`src/design/i2c_ctrl_pkg.sv`:
```
// I2C controller shared definitions
`default_nettype none

package i2c_ctrl_pkg;

    // Command codes carried in the top bits of a queue entry
    localparam int CMD_W = 2;

    localparam logic [CMD_W-1:0] CMD_START     = 2'd0;
    localparam logic [CMD_W-1:0] CMD_WRITE     = 2'd1;
    localparam logic [CMD_W-1:0] CMD_READ      = 2'd2;
    localparam logic [CMD_W-1:0] CMD_READ_LAST = 2'd3;

    // Entry layout is {cmd, stop, payload}
    localparam int ENTRY_W  = 11;
    localparam int STOP_BIT = 8;

    // Interrupt vector bit positions
    localparam int INT_W        = 3;
    localparam int INT_TX_EMPTY = 0;
    localparam int INT_RX_FULL  = 1;
    localparam int INT_ERROR    = 2;

    // Payload byte of an entry
    // addr view: [7:1] target address, [0] rw (1 for read)
    // data view: raw byte for WRITE
    typedef union packed {
        logic [7:0] addr;
        logic [7:0] data;
    } payload_u;

endpackage

`default_nettype wire

```
`src/design/byte_fifo.sv`:
```
// Show-ahead synchronous FIFO
`timescale 1ns/100ps
`default_nettype none

module byte_fifo #(
    parameter int WIDTH = 8,
    parameter int DEPTH = 8
) (
    input  wire logic             clk,
    input  wire logic             rst_sync,
    input  wire logic             push,
    input  wire logic [WIDTH-1:0] push_data,
    input  wire logic             pop,
    output logic      [WIDTH-1:0] head_data,
    output logic                  full,
    output logic                  empty
);

    localparam int AW = $clog2(DEPTH);

    logic [WIDTH-1:0] mem [DEPTH];
    logic [AW:0]      wr_ptr;
    logic [AW:0]      rd_ptr;
    logic             do_push;
    logic             do_pop;

    // Extra pointer bit separates a full lap from an empty queue
    assign empty = (wr_ptr == rd_ptr);
    assign full  = (wr_ptr[AW] != rd_ptr[AW]) && (wr_ptr[AW-1:0] == rd_ptr[AW-1:0]);

    // Writes into a full queue are dropped
    assign do_push = push && !full;
    assign do_pop  = pop && !empty;

    // Head entry is visible without a read strobe
    assign head_data = mem[rd_ptr[AW-1:0]];

    always_ff @(posedge clk) begin
        if (do_push) begin
            mem[wr_ptr[AW-1:0]] <= push_data;
        end
    end

    always_ff @(posedge clk) begin
        if (rst_sync) begin
            wr_ptr <= '0;
            rd_ptr <= '0;
        end else begin
            if (do_push) begin
                wr_ptr <= wr_ptr + 1'b1;
            end
            if (do_pop) begin
                rd_ptr <= rd_ptr + 1'b1;
            end
        end
    end

    // Consumers only pop when something is there
    a_pop_not_empty: assert property (@(posedge clk) disable iff (rst_sync)
        pop |-> !empty);

endmodule

`default_nettype wire

```
`src/design/i2c_bit_engine.sv`:
```
// I2C command sequencer and bit timing
`timescale 1ns/100ps
`default_nettype none

module i2c_bit_engine #(
    parameter int CLK_DIV = 4
) (
    input  wire logic                             clk,
    input  wire logic                             rst_sync,
    input  wire logic [i2c_ctrl_pkg::ENTRY_W-1:0] cmd_entry,
    input  wire logic                             cmd_empty,
    input  wire logic                             rx_full,
    input  wire logic                             scl_in,
    input  wire logic                             sda_in,
    output logic                                  cmd_pop,
    output logic                                  rx_push,
    output logic      [7:0]                       rx_data,
    output logic                                  nack_event,
    output logic                                  busy,
    output logic                                  scl_oe,
    output logic                                  sda_oe
);

    localparam int DIV_W = $clog2(CLK_DIV + 1);

    localparam logic [2:0] ST_IDLE      = 3'd0;
    localparam logic [2:0] ST_START     = 3'd1;
    localparam logic [2:0] ST_SEND_BYTE = 3'd2;
    localparam logic [2:0] ST_GET_ACK   = 3'd3;
    localparam logic [2:0] ST_RECV_BYTE = 3'd4;
    localparam logic [2:0] ST_SEND_ACK  = 3'd5;
    localparam logic [2:0] ST_STOP      = 3'd6;
    localparam logic [2:0] ST_FLUSH     = 3'd7;

    logic [2:0]                     state;
    logic [1:0]                     phase;
    logic [DIV_W-1:0]               div_cnt;
    logic [2:0]                     bit_cnt;
    logic [7:0]                     shift;
    logic [i2c_ctrl_pkg::CMD_W-1:0] cmd_q;
    logic                           stop_q;
    logic                           nack_q;
    logic                           timed;
    logic                           stall;
    logic                           tick;
    logic                           last_bit;

    logic [i2c_ctrl_pkg::CMD_W-1:0] head_cmd;
    logic                           head_stop;
    i2c_ctrl_pkg::payload_u         head_pay;

    assign head_cmd  = cmd_entry[i2c_ctrl_pkg::ENTRY_W-1 -: i2c_ctrl_pkg::CMD_W];
    assign head_stop = cmd_entry[i2c_ctrl_pkg::STOP_BIT];
    assign head_pay  = cmd_entry[7:0];

    // Quarter-period ticks only run in bus-timed states
    assign timed    = (state != ST_IDLE) && (state != ST_FLUSH);
    // Hold SCL low before the first bit of a read until the rx queue has room
    assign stall    = (state == ST_RECV_BYTE) && (bit_cnt == 3'd0) && (phase == 2'd0) && rx_full;
    assign tick     = timed && !stall && (div_cnt == DIV_W'(CLK_DIV - 1));
    assign last_bit = (bit_cnt == 3'd7);

    assign cmd_pop = ((state == ST_IDLE) || (state == ST_FLUSH)) && !cmd_empty;

    // SCL low in the first half of each bit, released in the second
    always_comb begin
        case (state)
            ST_IDLE:  scl_oe = busy;
            ST_FLUSH: scl_oe = 1'b1;
            ST_START: scl_oe = (phase == 2'd0);
            default:  scl_oe = (phase < 2'd2);
        endcase
    end

    always_ff @(posedge clk) begin
        if (rst_sync) begin
            state      <= ST_IDLE;
            phase      <= '0;
            div_cnt    <= '0;
            bit_cnt    <= '0;
            busy       <= 1'b0;
            sda_oe     <= 1'b0;
            nack_q     <= 1'b0;
            rx_push    <= 1'b0;
            nack_event <= 1'b0;
        end else begin
            rx_push    <= 1'b0;
            nack_event <= 1'b0;

            if (!timed || tick) begin
                div_cnt <= '0;
            end else if (!stall) begin
                div_cnt <= div_cnt + 1'b1;
            end
            if (tick) begin
                phase <= phase + 2'd1;
            end

            case (state)
                ST_IDLE: begin
                    if (!cmd_empty) begin
                        busy    <= 1'b1;
                        cmd_q   <= head_cmd;
                        stop_q  <= head_stop;
                        bit_cnt <= '0;
                        // Payload byte goes out MSB first
                        shift   <= head_pay.data;
                        case (head_cmd)
                            i2c_ctrl_pkg::CMD_START:     state <= ST_START;
                            i2c_ctrl_pkg::CMD_WRITE:     state <= ST_SEND_BYTE;
                            i2c_ctrl_pkg::CMD_READ,
                            i2c_ctrl_pkg::CMD_READ_LAST: state <= ST_RECV_BYTE;
                            default:                     state <= ST_IDLE;
                        endcase
                    end
                end
                ST_FLUSH: begin
                    // Stop once the STOP entry goes out or nothing is left
                    if (cmd_empty || head_stop) begin
                        state <= ST_STOP;
                    end
                end
                ST_START: begin
                    if (tick) begin
                        case (phase)
                            2'd0:    sda_oe <= 1'b0;
                            2'd2:    sda_oe <= 1'b1;
                            2'd3:    state  <= ST_SEND_BYTE;
                            default: ;
                        endcase
                    end
                end
                ST_SEND_BYTE: begin
                    if (tick) begin
                        case (phase)
                            2'd0: sda_oe <= !shift[7];
                            2'd3: begin
                                shift   <= {shift[6:0], 1'b0};
                                bit_cnt <= bit_cnt + 3'd1;
                                if (last_bit) begin
                                    state <= ST_GET_ACK;
                                end
                            end
                            default: ;
                        endcase
                    end
                end
                ST_GET_ACK: begin
                    if (tick) begin
                        case (phase)
                            2'd0: sda_oe <= 1'b0;
                            2'd2: nack_q <= sda_in;
                            2'd3: begin
                                if (nack_q) begin
                                    nack_event <= 1'b1;
                                    state      <= stop_q ? ST_STOP : ST_FLUSH;
                                end else begin
                                    state <= stop_q ? ST_STOP : ST_IDLE;
                                end
                            end
                            default: ;
                        endcase
                    end
                end
                ST_RECV_BYTE: begin
                    if (tick) begin
                        case (phase)
                            2'd0: sda_oe <= 1'b0;
                            2'd2: shift  <= {shift[6:0], sda_in};
                            2'd3: begin
                                bit_cnt <= bit_cnt + 3'd1;
                                if (last_bit) begin
                                    rx_push <= 1'b1;
                                    rx_data <= shift;
                                    state   <= ST_SEND_ACK;
                                end
                            end
                            default: ;
                        endcase
                    end
                end
                ST_SEND_ACK: begin
                    if (tick) begin
                        case (phase)
                            2'd0:    sda_oe <= (cmd_q != i2c_ctrl_pkg::CMD_READ_LAST);
                            2'd3:    state  <= stop_q ? ST_STOP : ST_IDLE;
                            default: ;
                        endcase
                    end
                end
                default: begin
                    // SDA held low under low SCL for STOP, then rises while SCL is high
                    if (tick) begin
                        case (phase)
                            2'd0:    sda_oe <= 1'b1;
                            2'd2:    sda_oe <= 1'b0;
                            2'd3: begin
                                state <= ST_IDLE;
                                busy  <= 1'b0;
                            end
                            default: ;
                        endcase
                    end
                end
            endcase
        end
    end

    // SDA only moves under a high SCL to frame START or STOP
    a_sda_framing: assert property (@(posedge clk) disable iff (rst_sync)
        (!scl_oe && !$past(scl_oe) && (sda_oe != $past(sda_oe)))
        |-> ((state == ST_START) || (state == ST_STOP)));

    // A released SCL reads high without target stretching
    a_scl_released: assert property (@(posedge clk) disable iff (rst_sync)
        (tick && !scl_oe) |-> scl_in);

endmodule

`default_nettype wire

```
`src/design/int_controller.sv`:
```
// Sticky interrupt status
`timescale 1ns/100ps
`default_nettype none

module int_controller (
    input  wire logic                           clk,
    input  wire logic                           rst_sync,
    input  wire logic                           tx_empty,
    input  wire logic                           rx_full,
    input  wire logic                           nack_event,
    input  wire logic [i2c_ctrl_pkg::INT_W-1:0] int_enable,
    input  wire logic [i2c_ctrl_pkg::INT_W-1:0] int_clear,
    output logic                                int_tx_empty,
    output logic                                int_rx_full,
    output logic                                int_error
);

    logic                           tx_empty_q;
    logic                           rx_full_q;
    logic [i2c_ctrl_pkg::INT_W-1:0] events;
    logic [i2c_ctrl_pkg::INT_W-1:0] status;

    // Previous queue levels for edge detection
    always_ff @(posedge clk) begin
        if (rst_sync) begin
            // Tx queue is empty coming out of reset
            tx_empty_q <= 1'b1;
            rx_full_q  <= 1'b0;
        end else begin
            tx_empty_q <= tx_empty;
            rx_full_q  <= rx_full;
        end
    end

    always_comb begin
        events = '0;
        events[i2c_ctrl_pkg::INT_TX_EMPTY] = tx_empty && !tx_empty_q;
        events[i2c_ctrl_pkg::INT_RX_FULL]  = rx_full && !rx_full_q;
        events[i2c_ctrl_pkg::INT_ERROR]    = nack_event;
    end

    // Enabled events set the status and a clear strobe wins
    always_ff @(posedge clk) begin
        if (rst_sync) begin
            status <= '0;
        end else begin
            status <= (status | (events & int_enable)) & ~int_clear;
        end
    end

    assign int_tx_empty = status[i2c_ctrl_pkg::INT_TX_EMPTY];
    assign int_rx_full  = status[i2c_ctrl_pkg::INT_RX_FULL];
    assign int_error    = status[i2c_ctrl_pkg::INT_ERROR];

endmodule

`default_nettype wire

```
`src/design/i2c_int_controller.sv`:
```
// I2C master with interrupt controller
`timescale 1ns/100ps
`default_nettype none

module i2c_int_controller #(
    parameter int FIFO_DEPTH = 8,
    parameter int CLK_DIV    = 4
) (
    input  wire logic                           clk,
    input  wire logic                           rst_sync,
    input  wire logic                           scl_in,
    input  wire logic                           sda_in,
    input  wire logic                           wr_en,
    input  wire logic [i2c_ctrl_pkg::CMD_W-1:0] tx_cmd,
    input  wire logic                           tx_stop,
    input  wire logic [7:0]                     fifo_data_in,
    input  wire logic                           rd_en,
    input  wire logic [i2c_ctrl_pkg::INT_W-1:0] int_enable,
    input  wire logic [i2c_ctrl_pkg::INT_W-1:0] int_clear,
    output wire logic                           scl_oe,
    output wire logic                           sda_oe,
    output wire logic                           tx_full,
    output wire logic [7:0]                     fifo_data_out,
    output wire logic                           rx_empty,
    output wire logic                           busy,
    output wire logic                           int_tx_empty,
    output wire logic                           int_rx_full,
    output wire logic                           int_error
);

    logic [i2c_ctrl_pkg::ENTRY_W-1:0] tx_entry;
    logic [i2c_ctrl_pkg::ENTRY_W-1:0] tx_head;
    logic                             tx_empty;
    logic                             tx_pop;
    logic                             rx_push;
    logic [7:0]                       rx_byte;
    logic                             rx_full;
    logic                             nack_event;

    // Queue entry packs command, stop flag and payload byte
    assign tx_entry = {tx_cmd, tx_stop, fifo_data_in};

    byte_fifo #(
        .WIDTH (i2c_ctrl_pkg::ENTRY_W),
        .DEPTH (FIFO_DEPTH)
    ) tx_fifo_i (
        .clk       (clk),
        .rst_sync  (rst_sync),
        .push      (wr_en),
        .push_data (tx_entry),
        .pop       (tx_pop),
        .head_data (tx_head),
        .full      (tx_full),
        .empty     (tx_empty)
    );

    byte_fifo #(
        .WIDTH (8),
        .DEPTH (FIFO_DEPTH)
    ) rx_fifo_i (
        .clk       (clk),
        .rst_sync  (rst_sync),
        .push      (rx_push),
        .push_data (rx_byte),
        .pop       (rd_en),
        .head_data (fifo_data_out),
        .full      (rx_full),
        .empty     (rx_empty)
    );

    i2c_bit_engine #(
        .CLK_DIV (CLK_DIV)
    ) i2c_bit_engine_i (
        .clk        (clk),
        .rst_sync   (rst_sync),
        .cmd_entry  (tx_head),
        .cmd_empty  (tx_empty),
        .rx_full    (rx_full),
        .scl_in     (scl_in),
        .sda_in     (sda_in),
        .cmd_pop    (tx_pop),
        .rx_push    (rx_push),
        .rx_data    (rx_byte),
        .nack_event (nack_event),
        .busy       (busy),
        .scl_oe     (scl_oe),
        .sda_oe     (sda_oe)
    );

    int_controller int_controller_i (
        .clk          (clk),
        .rst_sync     (rst_sync),
        .tx_empty     (tx_empty),
        .rx_full      (rx_full),
        .nack_event   (nack_event),
        .int_enable   (int_enable),
        .int_clear    (int_clear),
        .int_tx_empty (int_tx_empty),
        .int_rx_full  (int_rx_full),
        .int_error    (int_error)
    );

endmodule

`default_nettype wire

```
`config.mk`:
```
export PLATFORM = sky130hd
export DESIGN_NAME = i2c_int_controller
export DESIGN_NICKNAME = d
export VERILOG_FILES = /design/src/design/i2c_ctrl_pkg.sv /design/src/design/byte_fifo.sv /design/src/design/i2c_bit_engine.sv /design/src/design/int_controller.sv /design/src/design/i2c_int_controller.sv
export SDC_FILE = /design/constraint.sdc
export NUM_CORES = 1
export LEC_CHECK = 0
export BUFFER_PORTS_ARGS = -buffer_cell sky130_fd_sc_hd__buf_2
export CAP_MARGIN = 20
export CORE_UTILIZATION = 30
export CTS_BUF_LIST = sky130_fd_sc_hd__clkbuf_4 sky130_fd_sc_hd__clkbuf_8
export DETAILED_ROUTE_END_ITERATION = 7
export SETUP_SLACK_MARGIN = 0.05
export SYNTH_ARGS = -nofsm -noshare
export SYNTH_HDL_FRONTEND = slang
export SYNTH_HIERARCHICAL = 1
export SYNTH_SLANG_ARGS = --single-unit
```
`constraint.sdc`:
```
create_clock -name clk -period 3.65 [get_ports clk]
set_input_delay 0.365 -clock clk [delete_from_list [all_inputs] [get_ports clk]]
set_output_delay 0.365 -clock clk [all_outputs]
set_load 0.02 [all_outputs]
```
# After elaboration in Yosys (flattened, before gate mapping)
# Memories as Yosys holds them, arrays and structs flattened. A register that Yosys moved wholly into a read port is not among the register bits.
# Index checks and enable logic that the tools add are counted.
# totals
elab_cells	195
ram_bits	152
register_bits	56
mem_count	2
# op_classes
reduce_logical	55
muxes	57
bitwise	12
n_eq_ne	41
n_lt_le_gt_ge	1
n_addsub	7
# mem_list
memory	words	width	read_ports	rd_clocked_by_memory_dff	wr	line	source
tx_fifo_i.mem	8	11	1	1	1	byte_fifo.sv:21	logic [WIDTH-1:0] mem [DEPTH];
rx_fifo_i.mem	8	8	1	1	1	byte_fifo.sv:21	
# op_table
cell	n
2-to-1 mux 3 bit	25
2-to-1 mux 8 bit	5
inequality test 2 x 1 -> 1 bit (second input constant)	16
case mux 8 bit (3 select lines)	1
case mux 3 bit (7 select lines)	1
2-to-1 mux 1 bit	18
adder 4 x 1 -> 4 bit (second input constant)	4
AND reduction 16 bit	1
logical AND 1 bit	15
== test 3 bit (second input constant)	4
nonzero test 3 bit	4
inequality test 2 bit (second input constant)	5
OR reduction 2 bit	5
== test 3 x 2 -> 1 bit (second input constant)	3
zero test 1 bit	9
case mux 3 bit (3 select lines)	1
== test 2 bit (second input constant)	4
== test 4 bit	2
NOT 1 bit	8
AND reduction 4 bit	2
nonzero test 2 bit	4
OR reduction 4 bit	2
AND reduction 7 bit	1
adder 3 x 1 -> 3 bit (second input constant)	2
21 further kinds	31

# Longest topological paths before layout
# Gate-level depths: netlist of run 1.
# depth
depth_word	9
mapped_depth	8

# Cells and area by module
# The synthesis of run 1 kept the hierarchy.
# modules_own_cells
module	n_inst	seq_area_each_um2	area_each_um2	cells_per_inst
byte_fifo at tx_fifo_i	1	2862.7	4050.1	211
byte_fifo at rx_fifo_i	1	2142.1	3166.8	178
i2c_bit_engine	1	890.9	1926.8	186
int_controller	1	100.1	160.2	15

# Worst setup path before layout of run 1
# No wires, ideal clock.
# synth_path
path_kind	register -> register
startpoint	register tx_fifo_i.wr_ptr[0]
endpoint	memory tx_fifo_i/mem[3][0] (netlist bit) (enable)
path_buffers	1
arrival_ps	2137
setup_ps	412
period_less_slack_ps	2549
required_ps	3238
setup_slack_ps	1101
stages_incl_launch_ff	5
cell_sequence	dfxtp_1 -> buf_2 -> xor2_1 -> nor4_2 -> nor4b_1
# synth_between
elab_chain_len	6
# synth_rtl
element	line	source
from (decl)	byte_fifo.sv:22	logic [AW:0] wr_ptr;
from (signal assigned)	byte_fifo.sv:50	wr_ptr <= wr_ptr + 1'b1;
== test 3 bit	byte_fifo.sv:29	assign full = (wr_ptr[AW] != rd_ptr[AW]) && (wr_ptr[AW-1:0] == rd_ptr[AW-1:0]);
logical AND 1 bit	byte_fifo.sv:29	
named net tx_full	i2c_int_controller.sv:22	output wire logic tx_full,
zero test 1 bit	byte_fifo.sv:32	assign do_push = push && !full;
logical AND 1 bit	byte_fifo.sv:32	
2-to-1 mux 1 bit	byte_fifo.sv:39	if (do_push) begin
2-to-1 mux 1 bit (implied by the code)	byte_fifo.sv:40	mem[wr_ptr[AW-1:0]] <= push_data;
to (decl)	byte_fifo.sv:21	
# The timed path passes the listed nets, and every way through them passes these cells.

# Final worst setup path of run 1
# layout_path
startpoint	register tx_fifo_i.wr_ptr[2]
endpoint	register i2c_bit_engine_i.state[1]
# layout_between
elab_chain_len	4
elab_cells_between_ends	5
cone_classes	eq/ne: 3; reduce/logical: 2
# layout_rtl
element	line	source
== test 4 bit *	byte_fifo.sv:28	assign empty = (wr_ptr == rd_ptr);
named net tx_empty	i2c_int_controller.sv:33	logic tx_empty;
logical OR 1 bit	i2c_bit_engine.sv:119	if (cmd_empty || head_stop) begin
inequality test 2 bit (no source line)	--	
AND reduction 16 bit (no source line) *	--	
to (signal assigned)	i2c_bit_engine.sv:156	state <= stop_q ? ST_STOP : ST_FLUSH;
to (signal assigned)	i2c_bit_engine.sv:158	state <= stop_q ? ST_STOP : ST_IDLE;
to (signal assigned)	i2c_bit_engine.sv:186	2'd3: state <= stop_q ? ST_STOP : ST_IDLE;
to (decl)	i2c_bit_engine.sv:35	logic [2:0] state;
# Mark *: on every way through the listed nets, which the timed path passes. The rest lies on a longest branch.
# A chain may end at the register's enable or synchronous reset.

==> results.sh, run 1 <==
export IMPL_outcome="finished clean"
export IMPL_synth_flop_cell="edfxtp_1"
export IMPL_drtIter0Drc=301
export IMPL_hold_viol_final=0
export IMPL_cp_max_fo=12
export IMPL_fp_coreArea_um2=30590
export IMPL_gp_congestion=0.7598
export IMPL_synth_top_area_share_pct=55.19
export IMPL_cts_sinks=214
export IMPL_via_per_inst=4.750
export IMPL_avgSynthCellArea_um2=15.77
export IMPL_worst_pin_slew_ns=0.8874
export IMPL_arrival_ns=3.10
export IMPL_vias=5144
export IMPL_tns_ns=0
export IMPL_relSlewSlack_pct=40.62
export IMPL_cap_violations=0
export IMPL_yosysUniqueCellTypes=63
export IMPL_p_per_area_nw_per_um2=590.9
export IMPL_firstDrtPassIters=4
export IMPL_hold_slack_ns=0.02950
export IMPL_ios=39
export IMPL_synth_edff_count=171
export IMPL_n_fill_cell=2971
export IMPL_clkLatencyLatePin_ns=0.51
export IMPL_yosys_top_cells_area="edfxtp_1 (55%), dfxtp_1 (9.3%), mux4_2 (9.2%)"
export IMPL_root_buffer="clkbuf_8"
export IMPL_crit_type="flip-flop to flip-flop"
export IMPL_ys_warn_count=6
export IMPL_period_share_pct=74.26
export IMPL_htreeDepth=2
export IMPL_hold_path_class="input port to flip-flop"
export IMPL_wirelength_mm=18.11
export IMPL_final_setup_viol_count=0
export IMPL_rsz0062_at_grt="false"
export IMPL_synthesis_nets=625
export IMPL_grt_max_degree=61
export IMPL_dieArea_um2=31720
export IMPL_top_layer_used="met5"
export IMPL_start_util_pct=30.42
export IMPL_cp_required_ns=4.04
export IMPL_routedWlPerCell_um=16.72
export IMPL_worst_clock_skew_ns=0.02573
export IMPL_dpl_hpwl_mm=11.44
export IMPL_grt_ovfl_total=0
export IMPL_ir_drop_mv=0.2227
export IMPL_globalRouteTotalUtil_pct=11.89
export IMPL_endpoint_kind="flip-flop"
export IMPL_fmax_mhz=368.9
export IMPL_cts_made_buffers=38
export IMPL_drt_met1_wl_mm=7.988
export IMPL_synthCells=590
export IMPL_num_nets_final=694
export IMPL_synthArstFlopShare_pct=0
export IMPL_synth_area_leader_cell="edfxtp_1"
export IMPL_routed_wl_met3_um=749
export IMPL_area_delta_synth_final_pct=16.16
export IMPL_ys_seq_area_share_pct=64.44
export IMPL_ys_ff_latch=214
export IMPL_die_width_um=178.1
export IMPL_crit_path_start_kind="flip-flop"
export IMPL_drcViolationCount=0
export IMPL_ant_nets=0
export IMPL_met2WireLength_mm=9.089
export IMPL_drive_gt1_share_pct=31.05
export IMPL_fin_crit_ns=2.711
export IMPL_grt_antenna_before_repair=2
export IMPL_fp_row_count=64
export IMPL_port_buffers=37
export IMPL_grt_pass1_vias=5382
export IMPL_drv_slew=0
export IMPL_clkTransAtPathRegs_ns=0.06
export IMPL_cts_buffer_depth=3
export IMPL_power_leakage_uw=0.003638
export IMPL_fp_dieH_um=178.1
export IMPL_grt_pass1_wl_mm=29.11
export IMPL_cts_tree="yes"
export IMPL_synth_cell_area_um2=9304
-- cells in the final DEF (no fill, tap or decap), drive strengths merged, types with 5 or more instances in the layout --
master	count
mux2i	11
nand3	11
nor3b	9
nand3b	7
a21oi	13
clkinv	11
xor2	8
ha	12
edfxtp	171
clkbuf	52
a41oi	6
nor2	21
inv	15
or3	5
or2	5
nand2	19
buf	61
o21ai	11
mux4	38
nand2b	12
nor4	6
mux2	43
xnor2	8
nor2b	19
dfxtp	43
nor3	14
-- cells by family after synthesis --
logic type               Yosys count  synth area share (%)
XOR/XNOR                          16                 1.506
adder cells (fa/ha/maj)           13                 1.735
AND/OR/NAND/NOR                  147                 9.373
flip-flops                       214                 64.44
multiplexers                      92                 15.59
buffers and inverters             48                 2.636
AO/OA/AOI/OAI                     60                 4.720
-- stage by stage --
stage	area (µm²)	setup WS (ns)	power [µW]	instances	util (%)
floorplan	9304	1.101	3942	590	-
global placement	10030	1.001	4235	1013	32.78
detailed placement	10030	0.9521	4250	1013	32.78
CTS	10810	0.9347	6478	1082	35.32
global route	10810	0.6691	6742	1082	35.32
finish	10810	0.9395	6387	1083	35.33
-- final timing paths --
kind	from	endpoint	slack, ns	cells after the start
max	tx_fifo_i/wr_ptr[2]$_SDFFE_PP0P_	i2c_bit_engine_i/state[1]$_SDFFE_PP0P_	0.94	7
min	int_clear[2]	int_controller_i/status[2]$_SDFF_PP0_	0.03	2
max reg2reg	tx_fifo_i/wr_ptr[2]$_SDFFE_PP0P_	i2c_bit_engine_i/state[1]$_SDFFE_PP0P_	0.94	7
min reg2reg	int_controller_i/status[1]$_SDFF_PP0_	int_controller_i/status[1]$_SDFF_PP0_	0.44	2
-- report_power, final --
group          internal, µW  switching, µW  total (µW)
Combinational           584            675        1260
Sequential             2800            134        2930
Clock                  1270            929        2200
-- state kept, by name, indices dropped and copies added, names as in the netlist, 4 cells and up, named ones only --
register and cells:
tx_fifo_i/mem 88, rx_fifo_i/mem 64, i2c_bit_engine_i/rx_data 8, i2c_bit_engine_i/shift 8, rx_fifo_i/rd_ptr 4, rx_fifo_i/wr_ptr 4, tx_fifo_i/rd_ptr 4, tx_fifo_i/wr_ptr 4
-- synthesized netlist by cell type, drive strengths merged, types with 2 or more instances --
cell    number
edfxtp     171
dfxtp       43
mux2        43
mux4        38
buf         23
nor2        21
nand2       19
nor2b       19
inv         14
nor3        14
a21oi       13
ha          12
nand2b      12
clkbuf      11
mux2i       11
nand3       11
o21ai       11
nor3b        9
xnor2        8
xor2         8
nand3b       7
a41oi        6
nor4         6
or2          5
or3          5
a31oi        4
and3         4
nand4        4
nor4b        4
a211o        3
a211oi       3
o31ai        3
a311o        2
and4         2
o21a         2
o22ai        2
o311ai       2
o41a         2
-- repair_timing --
action / in CTS / in global routing
hold buffers: 2 / 0
gates resized for setup: 0 / 0
buffers inserted: 0 / 0
endpoints found under the hold margin: 2 / 0
-- area by class of cell --
type / instances / area [µm²] / area share (%)
Multi-Input combinational cell: 328 / 3119 / 28.86
Antenna cell: 1 / 2.502 / 0.02315
Tap cell: 396 / 495.5 / 4.584
Clock inverter: 15 / 122.6 / 1.135
Clock buffer: 52 / 634.4 / 5.869
Timing Repair Buffer: 63 / 385.4 / 3.566
Sequential cell: 214 / 5996 / 55.48
Inverter: 14 / 52.55 / 0.4862
-- layer usage --
layer,up-vias,track usage [%]
li1,2463,-
met1,2567,14.64
met2,83,20.67
met3,29,2.792
met4,2,3.348
met5,-,0
-- worst max-delay path, stage by stage (launching register included) --
cell,delay [ns]
dfxtp_1,0.45
xnor2_1,0.50
nand3_1,0.21
nor2_1,0.54
nor4_2,0.12
a221oi_2,0.32
a311oi_2,0.10
mux2_1,0.34
(Power assumes the default switching activity.)
==> run 2: changes to the inputs <==
clock period = 2.5 ns   (was 3.65 ns; I/O delays follow)
==> run 2 against run 1 <==
Clock skew is 0.011 ns higher. Sequential share of layout area is 1.2 points lower. Via count is 2.2% higher. Setup slack worse by 0.75 ns. Utilization is 0.79 points higher. Register-to-register slack worse by 0.67 ns. Final cell count is 3.0% higher. Non-clock buffer count is 32 higher. Clock power is 36% higher. Critical path depth is 3 lower. Die area stayed put.
==> results.sh, run 2 (synthesis results as in run 1) <==
export IMPL_outcome="finished clean"
export IMPL_largest_register_ffs=88
export IMPL_dieArea_um2=31720
export IMPL_drv_slew=0
export IMPL_num_nets_final=725
export IMPL_routed_wl_met3_um=823
export IMPL_grt_antenna_before_repair=1
export IMPL_grt_max_degree=46
export IMPL_area_delta_synth_final_pct=18.76
export IMPL_grt_pass1_vias=5389
export IMPL_port_buffers=37
export IMPL_wirelength_mm=18.34
export IMPL_worst_pin_slew_ns=0.4726
export IMPL_cp_required_ns=2.25
export IMPL_htreeDepth=2
export IMPL_ios=39
export IMPL_cap_violations=0
export IMPL_r2r_cells=7
export IMPL_p_per_area_nw_per_um2=836.2
export IMPL_cp_max_fo=16
export IMPL_crit_type="flip-flop to output pin"
export IMPL_fp_coreArea_um2=30590
export IMPL_fp_dieH_um=178.1
export IMPL_top_layer_used="met4"
export IMPL_met2WireLength_mm=8.895
export IMPL_fin_crit_ns=2.309
export IMPL_globalRouteTotalUtil_pct=11.96
export IMPL_cts_made_buffers=37
export IMPL_place_area_um2=10180
export IMPL_drcViolationCount=0
export IMPL_final_common_cell="edfxtp_1"
export IMPL_hold_depth=3
export IMPL_grt_pass1_wl_mm=29.30
export IMPL_fmax_mhz=433.1
export IMPL_arrival_ns=2.06
export IMPL_vias=5258
export IMPL_final_setup_viol_count=0
export IMPL_crit_path_start_kind="flip-flop"
export IMPL_r2r_slack_ns=0.27
export IMPL_layout_common_cells="edfxtp_1 (171), dfxtp_1 (43), buf_4 (40)"
export IMPL_hold_start="sda_in"
export IMPL_die_width_um=178.1
export IMPL_r2r_end="i2c_bit_engine_i/state[1]$_SDFFE_PP0P_"
export IMPL_power_uw=9239
export IMPL_root_buffer="clkbuf_8"
export IMPL_endpoint_kind="output pin"
export IMPL_power_leakage_uw=0.003782
export IMPL_start_util_pct=30.42
export IMPL_cts_tree="yes"
export IMPL_period_share_pct=92.36
export IMPL_cts_buffer_depth=3
export IMPL_drive_gt1_share_pct=31.99
export IMPL_drtIter0Drc=276
export IMPL_worst_clock_skew_ns=0.03648
export IMPL_hold_path_class="input port to flip-flop"
export IMPL_fp_row_count=64
export IMPL_clkTransAtPathRegs_ns=0.06
export IMPL_via_per_inst=4.711
export IMPL_gp_congestion=0.7808
export IMPL_hold_viol_final=0
export IMPL_n_fill_cell=2914
export IMPL_min_to="i2c_bit_engine_i/nack_q$_SDFFE_PP0P_"
export IMPL_ir_drop_mv=0.4411
export IMPL_dpl_hpwl_mm=11.72
export IMPL_rsz0062_at_grt="false"
export IMPL_routedWlPerCell_um=16.43
export IMPL_cts_setup_buffers=0
export IMPL_cts_sinks=214
export IMPL_ant_nets=0
export IMPL_grt_ovfl_total=0
export IMPL_firstDrtPassIters=4
export IMPL_final_area_um2=11050
export IMPL_cp_cell_sequence="buf_6 > mux4_2 > mux2_2 > buf_2"
export IMPL_drt_met1_wl_mm=8.269
export IMPL_relSlewSlack_pct=68.49
export IMPL_slowest_stage="mux4_2"
export IMPL_clkLatencyLatePin_ns=0.53
export IMPL_cpPeakStageDelay_ns=0.54
==> run 2: cell types whose count changed in the layout (fill, tap and decap cells not counted), sizes merged <==
cell         previous run  this run
buf                    61        79
dlygate4sd3             2        16
clkinv                 11        21
clkbuf                 52        46
bufinv                  2         0
clkinvlp                1         0
==> run 2: area by class of cell <==
| cell class | instances | area [µm²] | area share [%] |
|---|---|---|---|
| Multi-Input combinational cell | 328 | 3123 | 28.26 |
| Clock inverter | 22 | 120.1 | 1.087 |
| Clock buffer | 46 | 583.1 | 5.277 |
| Inverter | 14 | 52.55 | 0.4756 |
| Sequential cell | 214 | 5996 | 54.26 |
| Timing Repair Buffer | 95 | 676.9 | 6.126 |
| Antenna cell | 1 | 2.502 | 0.02265 |
| Tap cell | 396 | 495.5 | 4.484 |
==> run 2: what timing repair did <==
| item | 4_1_cts | 5_1_grt |
|---|---|---|
| hold buffers | 16 | 0 |
| hold endpoints to repair | 87 | 0 |
| endpoints found under the setup margin | 0 | 8 |
| gates resized for setup | 0 | 1 |
==> run 2: how the worst max path moves through the flow <==
| stage | start | end | slack (ns) | cells after the start |
|---|---|---|---|---|
| after floorplan | tx_fifo_i/wr_ptr[0]$_SDFFE_PP0P_ | tx_fifo_i/mem[3][0]$_DFFE_PP_ | -0.05 | 4 |
| after global placement | flip-flop | i2c_bit_engine_i/state[1]$_SDFFE_PP0P_ | 0.29 | 6 |
| after detailed placement | flip-flop | i2c_bit_engine_i/state[1]$_SDFFE_PP0P_ | 0.26 | 7 |
| after CTS | flip-flop | fifo_data_out[3] | 0.06 | 4 |
| after global routing | tx_fifo_i/rd_ptr[2]$_SDFFE_PP0P_ | int_controller_i/status[0]$_SDFF_PP0_ | 0.06 | 7 |
| final | flip-flop | fifo_data_out[2] | 0.19 | 4 |
==> run 2: power by group <==
part | switching (µW) | internal, µW | total [µW]
Clock | 1420 | 1570 | 2990
Sequential | 139 | 4080 | 4220
Combinational | 1070 | 959 | 2030
==> run 2: routing by layer <==
layer  up-vias  track usage, %
met3        34           2.643
met1      2602           15.13
li1       2521               -
met4         0           3.668
met5         -               0
met2       101           20.31
==> run 2: metrics by stage <==
step	hold slack [ns]	worst slack [ns]	utilization, %	TNS, ns	cells
CTS	0.007184	0.05887	36.10	0	1115
global route	0.01753	0.05802	36.11	0	1115
global placement	0.4102	0.2947	33.28	0	1031
detailed placement	0.4136	0.2644	33.28	0	1031
floorplan	0.3216	-0.04911	-	-1.080	590
finish	0.03047	0.1909	36.12	0	1116
==> run 2: worst max-delay path, delay by kind of cell, from the launching register on <==
family	cells	cell delay (ns)
buffers and inverters	2	0.40
muxes	2	0.83
DFF	1	0.32
